File: config.mk
export PLATFORM = sky130hd
export DESIGN_NAME = instr_decoder
export DESIGN_NICKNAME = d
export VERILOG_FILES = /design/src/rtl/rv_exec_pkg.sv /design/src/rtl/instr_decoder.sv
export SDC_FILE = /design/constraint.sdc
export NUM_CORES = 2
export LEC_CHECK = 0
export BUFFER_PORTS_ARGS = -buffer_cell sky130_fd_sc_hd__buf_4
export CORE_MARGIN = 3
export CORE_UTILIZATION = 65
export CTS_BUF_LIST = sky130_fd_sc_hd__clkbuf_2
export DETAILED_ROUTE_END_ITERATION = 8
export PLACE_DENSITY = 0.8
export SYNTH_ARGS = -nofsm -noshare
export SYNTH_HDL_FRONTEND = slang
export SYNTH_SLANG_ARGS = --single-unit
export TNS_END_PERCENT = 30
File: constraint.sdc
create_clock -name clk -period 16.85 [get_ports clk]
set_input_delay 1.685 -clock clk [delete_from_list [all_inputs] [get_ports clk]]
set_output_delay 1.685 -clock clk [all_outputs]
set_load 0.05 [all_outputs]
File: src/rtl/rv_exec_pkg.sv
`default_nettype none

package rv_exec_pkg;

  localparam int XLEN = 32;
  localparam int REG_ADDR_W = 5;
  localparam int DMEM_WORDS = 256;
  localparam int DMEM_ADDR_W = 8;

  // major opcodes handled by the back end
  localparam logic [6:0] OPC_OP = 7'b0110011;
  localparam logic [6:0] OPC_LUI = 7'b0110111;
  localparam logic [6:0] OPC_LOAD = 7'b0000011;
  localparam logic [6:0] OPC_STORE = 7'b0100011;

  typedef enum logic [4:0] {
    op_add, op_sub, op_sll, op_slt, op_sltu,
    op_xor, op_srl, op_sra, op_or, op_and,
    op_mul, op_mulh, op_mulhsu, op_mulhu,
    op_div, op_divu, op_rem, op_remu,
    op_lui,
    op_lb, op_lbu, op_lh, op_lhu, op_lw,
    op_sb, op_sh, op_sw
  } op_e;

  function automatic logic is_load(op_e op);
    return op inside {op_lb, op_lbu, op_lh, op_lhu, op_lw};
  endfunction

  function automatic logic is_store(op_e op);
    return op inside {op_sb, op_sh, op_sw};
  endfunction

  // everything except stores produces a register result
  function automatic logic writes_rd(op_e op);
    return !is_store(op);
  endfunction

endpackage

`default_nettype wire

File: src/rtl/instr_decoder.sv
`timescale 1ns/10ps
`default_nettype none

module instr_decoder (
  input  var logic clk,
  input  var logic reset,
  input  var logic instr_valid,
  input  var logic [31:0] instr,
  output var logic instr_ready,
  output var logic dec_valid,
  output var rv_exec_pkg::op_e dec_op,
  output var logic [rv_exec_pkg::REG_ADDR_W-1:0] dec_rd,
  output var logic [rv_exec_pkg::XLEN-1:0] dec_rs1_data,
  output var logic [rv_exec_pkg::XLEN-1:0] dec_rs2_data,
  output var logic [rv_exec_pkg::XLEN-1:0] dec_mem_addr,
  input  var logic exe_ready,
  input  var logic wb_valid,
  input  var logic [rv_exec_pkg::REG_ADDR_W-1:0] wb_rd,
  input  var logic [rv_exec_pkg::XLEN-1:0] wb_data,
  input  var logic wb_release
);

  logic [rv_exec_pkg::XLEN-1:0] regs [32];
  logic [31:0] pending;
  logic [rv_exec_pkg::REG_ADDR_W-1:0] rs1, rs2, rd;
  logic [9:0] funct;
  rv_exec_pkg::op_e op;
  logic legal;
  logic use_rs1, use_rs2, use_rd;
  logic hazard, accept;
  logic [rv_exec_pkg::XLEN-1:0] rs1_val, rs2_val, imm;

  assign rs1 = instr[19:15];
  assign rs2 = instr[24:20];
  assign rd = instr[11:7];
  assign funct = {instr[31:25], instr[14:12]};

  always_comb begin
    op = rv_exec_pkg::op_add;
    legal = 1'b1;
    use_rs1 = 1'b0;
    use_rs2 = 1'b0;
    case (instr[6:0])
      rv_exec_pkg::OPC_OP: begin
        use_rs1 = 1'b1;
        use_rs2 = 1'b1;
        case (funct)
          10'b0000000_000: op = rv_exec_pkg::op_add;
          10'b0100000_000: op = rv_exec_pkg::op_sub;
          10'b0000000_001: op = rv_exec_pkg::op_sll;
          10'b0000000_010: op = rv_exec_pkg::op_slt;
          10'b0000000_011: op = rv_exec_pkg::op_sltu;
          10'b0000000_100: op = rv_exec_pkg::op_xor;
          10'b0000000_101: op = rv_exec_pkg::op_srl;
          10'b0100000_101: op = rv_exec_pkg::op_sra;
          10'b0000000_110: op = rv_exec_pkg::op_or;
          10'b0000000_111: op = rv_exec_pkg::op_and;
          10'b0000001_000: op = rv_exec_pkg::op_mul;
          10'b0000001_001: op = rv_exec_pkg::op_mulh;
          10'b0000001_010: op = rv_exec_pkg::op_mulhsu;
          10'b0000001_011: op = rv_exec_pkg::op_mulhu;
          10'b0000001_100: op = rv_exec_pkg::op_div;
          10'b0000001_101: op = rv_exec_pkg::op_divu;
          10'b0000001_110: op = rv_exec_pkg::op_rem;
          10'b0000001_111: op = rv_exec_pkg::op_remu;
          default: legal = 1'b0;
        endcase
      end
      rv_exec_pkg::OPC_LUI: op = rv_exec_pkg::op_lui;
      rv_exec_pkg::OPC_LOAD: begin
        use_rs1 = 1'b1;
        case (instr[14:12])
          3'b000: op = rv_exec_pkg::op_lb;
          3'b001: op = rv_exec_pkg::op_lh;
          3'b010: op = rv_exec_pkg::op_lw;
          3'b100: op = rv_exec_pkg::op_lbu;
          3'b101: op = rv_exec_pkg::op_lhu;
          default: legal = 1'b0;
        endcase
      end
      rv_exec_pkg::OPC_STORE: begin
        use_rs1 = 1'b1;
        use_rs2 = 1'b1;
        case (instr[14:12])
          3'b000: op = rv_exec_pkg::op_sb;
          3'b001: op = rv_exec_pkg::op_sh;
          3'b010: op = rv_exec_pkg::op_sw;
          default: legal = 1'b0;
        endcase
      end
      default: legal = 1'b0;
    endcase
  end

  assign use_rd = legal && rv_exec_pkg::writes_rd(op);

  // hold back anything touching a register still in flight
  assign hazard = legal && ((use_rs1 && pending[rs1]) || (use_rs2 && pending[rs2]) ||
                            (use_rd && pending[rd]));
  assign instr_ready = !(dec_valid && !exe_ready) && !hazard;
  assign accept = instr_valid && instr_ready;

  assign rs1_val = (rs1 == '0) ? '0 : regs[rs1];
  assign rs2_val = (rs2 == '0) ? '0 : regs[rs2];
  assign imm = rv_exec_pkg::is_store(op) ? {{20{instr[31]}}, instr[31:25], instr[11:7]}
                                         : {{20{instr[31]}}, instr[31:20]};

  always_ff @(posedge clk) begin
    if (reset) begin
      dec_valid <= 1'b0;
      pending <= '0;
      for (int i = 0; i < 32; i++) begin
        regs[i] <= '0;
      end
    end else begin
      if (wb_valid) regs[wb_rd] <= wb_data;
      if (dec_valid && exe_ready) dec_valid <= 1'b0;
      if (accept && legal) dec_valid <= 1'b1;
      if (wb_release) pending[wb_rd] <= 1'b0;
      if (accept && use_rd) pending[rd] <= 1'b1;
    end
  end

  always_ff @(posedge clk) begin
    if (accept && legal) begin
      dec_op <= op;
      dec_rd <= rd;
      dec_rs1_data <= (op == rv_exec_pkg::op_lui) ? {instr[31:12], 12'b0} : rs1_val;
      dec_rs2_data <= rs2_val;
      dec_mem_addr <= rs1_val + imm;
    end
  end

  // operands are never read while their writeback is still outstanding
  assert property (@(posedge clk) disable iff (reset)
    accept && legal |->
      !(use_rs1 && (pending[rs1] || (wb_valid && wb_rd == rs1))) &&
      !(use_rs2 && (pending[rs2] || (wb_valid && wb_rd == rs2))));

endmodule

`default_nettype wire

# --- Word level (Yosys, flattened, before mapping) ---
# Memories as Yosys holds them, arrays and structs flattened. A register that Yosys moved wholly into a read port is not among the register bits.
# Index checks and enable logic that the tools add are counted.
op_classes:
  order_cmp: 6
  reduce_logical: 31
  muxes: 36
  n_eq_ne: 29
  bitwise_logic: 3
  addsub: 1
op_table:
  columns: ["operator", "n"]
  rows:
  - ["$mux W32", 6]
  - ["$pmux W5 S17", 1]
  - ["$eq A10 B4 Y1 const B", 8]
  - ["$eq A10 B3 Y1 const B", 4]
  - ["$add A32 B32 Y32", 1]
  - ["$and A32 B32 Y32", 1]
  - ["$not A32 Y32", 1]
  - ["$or A32 B32 Y32", 1]
  - ["$reduce_or A32 Y1", 1]
  - ["$pmux W5 S5", 1]
  - ["$lt A5 B6 Y1 const B", 4]
  - ["$eq A7 B6 Y1 const B", 3]
  - ["$eq A10 B2 Y1 const B", 2]
  - ["$eq A10 B9 Y1 const B", 2]
  - ["$eq A5 B5 Y1 const B", 4]
  - ["$pmux W5 S4", 1]
  - ["$mux W1", 18]
  - ["$reduce_or A18 Y1", 1]
  - ["$bmux W1 S5", 3]
  - ["$pmux W5 S3", 1]
  - ["$logic_and A1 B1 Y1", 13]
  - ["$demux W1 S5", 2]
  - ["$eq A10 B1 Y1 const B", 1]
  - ["$ge A5 B1 Y1 const B", 2]
  - ["other kinds (16)", 24]
totals:
  ramBits: 1024
  elab_cells: 114
  n_memories: 1
  out_inout_bits: 108
  register_bits: 107
memory_table:
  columns: ["memory", "depth", "word_bits", "rd", "rd_clocked_by_memory_dff", "write_ports", "line_no", "text"]
  rows:
  - ["regs", 32, 32, 2, 1, 32, "instr_decoder.sv:23", "logic [rv_exec_pkg::XLEN-1:0] regs [32];"]

# --- Logic depth before layout (Yosys ltp) ---
logic_depth:
  ltp_word: 15
  ltp_mapped: 19

# --- Least setup slack after synthesis ---
# Ideal clock, no wire load.
synth_path:
  path_kind: "input -> register"
  startpoint: "in instr[15]"
  endpoint: "reg dec_mem_addr[0] (netlist bit), enable pin"
  setup_slack_ps: 8401
  setup_time_ps: 572
  t_arrival_ps: 7877
  stages: 8
  path_cell_list: "buf_2 > buf_4 > mux4_2 > mux4_2 > mux2i_1 > o22ai_1 > a21o_1 > nor2_1"
synth_via:
  elab_chain_len: 10
synth_lines:
  columns: ["element", "line_no", "text"]
  rows:
  - ["start, declared", "instr_decoder.sv:8", "input var logic [31:0] instr,"]
  - ["$bmux W1 S5", "instr_decoder.sv:98", "assign hazard = legal && ((use_rs1 && pending[rs1]) || (use_rs2 && pending[rs2]) ||"]
  - ["$mux W1 (implied by the code)", "instr_decoder.sv:98", null]
  - ["$logic_and A1 B1 Y1", "instr_decoder.sv:98", null]
  - ["$logic_or A1 B1 Y1 (2 in series)", "instr_decoder.sv:98", null]
  - ["$logic_and A1 B1 Y1", "instr_decoder.sv:98", null]
  - ["$logic_not A1 Y1", "instr_decoder.sv:100", "assign instr_ready = !(dec_valid && !exe_ready) && !hazard;"]
  - ["$logic_and A1 B1 Y1", "instr_decoder.sv:100", null]
  - ["$logic_and A1 B1 Y1", "instr_decoder.sv:101", "assign accept = instr_valid && instr_ready;"]
  - ["$logic_and A1 B1 Y1", "instr_decoder.sv:125", "if (accept && legal) begin"]
  - ["end signal, assigned", "instr_decoder.sv:130", "dec_mem_addr <= rs1_val + imm;"]
  - ["end, declared", "instr_decoder.sv:15", "output var logic [rv_exec_pkg::XLEN-1:0] dec_mem_addr,"]
# Every way passes these cells. The select of a mux whose other input is x is not followed.
# A chain may end at the register's enable or synchronous reset.

# --- Worst setup path in the final report ---
layout_path:
  startpoint: "in instr[15]"
  endpoint: "reg dec_mem_addr[29] (netlist bit), data pin"
layout_via:
  elab_chain_len: 3
  word_cells_on_any_way: 4
layout_lines:
  columns: ["element", "line_no", "text"]
  rows:
  - ["$mem_v2 Z32 W32 / $logic_not A5 Y1 (equally long branches)", null, null]
  - ["$mux W32 *", "instr_decoder.sv:103", "assign rs1_val = (rs1 == '0) ? '0 : regs[rs1];"]
  - ["$add A32 B32 Y32 *", "instr_decoder.sv:130", null]
# Mark *: on every way between the ends. The rest lies on a longest branch, timed or not.

==> qor.txt <==
status - finished, final reports clean
Multi-input gate area - 0.0261 mm2
Post-synth EDFFs - 1,130
Final Hold Fails - 0
ys async rst share - 0%
chip height - 315 um
average routed wire per standard cell - 34.9 um
RSZ-0062 raised after global routing - no
Hold Crit Class - in -> reg
Slew headroom - 2.39%
register area - 0.0346 mm2
Fillers - 5,990
Skew-Pair Late Insertion Delay - 1.55 ns
max frequency - 144 MHz
Final ANT Viol Nets - 0
CP endpoint kind - flip-flop
Core Region - 0.0939 mm2
sequential share of the synthesized area - 55.8%
Clk pin slew, worst setup/hold paths - 0.09 ns
Syn Area/Cell - 15.7 um2
final core area utilization - 71.3%
Max clock buf depth - 4
DR vias/cell - 7.18
first-pass GRT wire length - 279 mm
most frequent cells in the layout - edfxtp_1, and2_1, mux4_2
kind of start point of the critical path - primary input
CTS Hold Buffers Added - 0
worst reg2reg path depth - 13
HPWL after detailed placement - 110 mm
initial antenna violation count - 23
Die ar. - 0.0990 mm2
postcts setup bufs - 0
Worst Tran Pin Value - 1.42 ns
critical path arrival - 8.33 ns
final wirelength - 196 mm
Nets - 4,257
Min Clock Period, post-route - 6.95 ns
Synth Instances - 3,948
Starting Density - 66.0%
Tot GR Track Use - 40.3%
GRT overflow - 0
Post-CTS Resized - 0
row count - 112
share of cells above drive strength 1 - 34.1%
DRT Pass-1 Iters - 6
vias in the first global route - 40,300
commonest non-fill, non-tap cell in the layout - edfxtp_1
number of buffers created by CTS - 312
Worst Path Max Fanout - 74
Port Buffers - 182
Root Buffer - clkbuf_2
GPL Wtd Cong - 0.937
DR DRC count - 0
CP Class - in -> reg
register-to-register setup slack - 12.04 ns
Leak - 23.4 nW
final setup vio count - 0
Post-synth top flop - edfxtp_1
YS warnings - 0
Clock Sinks - 1,163
Pwr Density - 92.2 mW/mm2
Post-Syn Area - 0.0619 mm2
Max VDD drop - 0.0608 mV
via count - 40,200
Fin Setup TNS - 0 ns
io pins - 183
largest net degree at the start of global routing - 152
Layout Area Growth over Synthesis - 8.00%
H-tree Lvls - 5
Final Cycle Share - 41.2%
clk_skew - 0.140 ns
maxcap violations - 0
syn nets - 4,055
Worst Path Required - 18.23 ns
worst hold path depth - 1
CTS tree - yes
register bit total from synthesis - 1,163
fin. max-slew vios - 0
chip width - 315 um
Distinct cells, synth - 64
Initial DRC Count - 7,196
==> critical path, stage by stage <==
cell and delay (ns):
buf_8 0.65, buf_4 0.66, buf_4 0.92, mux4_2 0.61
mux4_2 0.51, mux2i_1 0.50, nor2_1 0.15, ha_1 0.39
a21o_1 0.18, a2111oi_0 0.56, o31ai_1 0.15, a22oi_1 0.42
a31oi_1 0.21, or4_1 0.43, nand3_1 0.08
==> sequential cells by signal, indices dropped and copies added, names as in the netlist <==
register	flops
regs	1024
dec_mem_addr	32
dec_rs2_data	32
dec_rs1_data	32
dec_rd	5
dec_op	5
dec_valid	1
pending	32
==> stage by stage <==
stage                     hold slack, ns  instances  instance area [um2]  worst slack, ns  power [W]
after global routing               0.397       5583                66900             9.52    0.00637
after global placement             0.593       5090                64400             8.43    0.00431
after CTS                          0.349       5579                66900            10.02    0.00615
final                              0.486       5597                66900             9.90    0.00617
after detailed placement           0.602       5090                64400             8.39    0.00433
after floorplan                    0.572       3948                61900             8.40    0.00403
==> final timing paths <==
kind,from,endpoint
max,instr[15],dec_mem_addr[29]
min,instr[11],dec_rd[4]
max reg2reg,regs[15][2],dec_mem_addr[30]
min reg2reg,pending[3],pending[3]
==> power by group <==
group | internal (W) | switching [W] | leakage [nW]
Clock | 0.000716 | 0.00116 | 1.94
Sequential | 0.00332 | 0.0000708 | 11.0
Combinational | 0.000395 | 0.000507 | 10.5
==> synthesized netlist by cell type, drive strengths merged, types with 4 or more instances <==
cell type | number | area, um2
or2 | 34 | 213
a211oi | 5 | 37.5
edfxtp | 1130 | 33900
nor4 | 4 | 40.0
nand3 | 15 | 75.1
buf | 94 | 413
and3 | 5 | 31.3
o31ai | 22 | 165
or3b | 5 | 43.8
mux2i | 54 | 541
nor3 | 5 | 35.0
and2 | 1026 | 6420
nand2b | 16 | 100
clkbuf | 291 | 1090
dfxtp | 33 | 661
nor2b | 51 | 319
a21oi | 49 | 245
or4 | 4 | 30.0
mux2 | 7 | 78.8
nand2 | 66 | 248
a21o | 12 | 90.1
o21ai | 85 | 425
nand3b | 11 | 82.6
xnor2 | 18 | 158
ha | 31 | 388
inv | 17 | 63.8
xor2 | 6 | 52.6
o21a | 12 | 90.1
o22ai | 7 | 43.8
mux4 | 667 | 15000
nor2 | 127 | 477
==> routing by layer <==
metal	vias to the layer above	global-route usage [%]	wire, um	part of all wire, %
li1	15800	-	-	-
met1	19900	52.2	63000	32
met2	3729	60.9	89700	46
met3	809	13.0	29700	15
met4	4	23.2	13100	6.7
met5	-	0	38	0.019
==> cell families after synthesis <==
family	share of synthesized area [%]
simple gates	13.2
flops	55.8
mux	25.2
buf+inv	2.53
compound gates	2.16
fa+ha+maj	0.658
xor+xnor	0.339
==> area by class of cell <==
cell class / count / area share (%)
Antenna cell: 18 / 0.0673
Clock buffer: 427 / 3.19
Clock inverter: 62 / 0.486
Inverter: 17 / 0.0954
Multi-Input combinational cell: 2383 / 39.0
Sequential cell: 1163 / 51.7
Tap cell: 1254 / 2.35
Timing Repair Buffer: 273 / 3.14
Power figures use the tool's default switching activity.
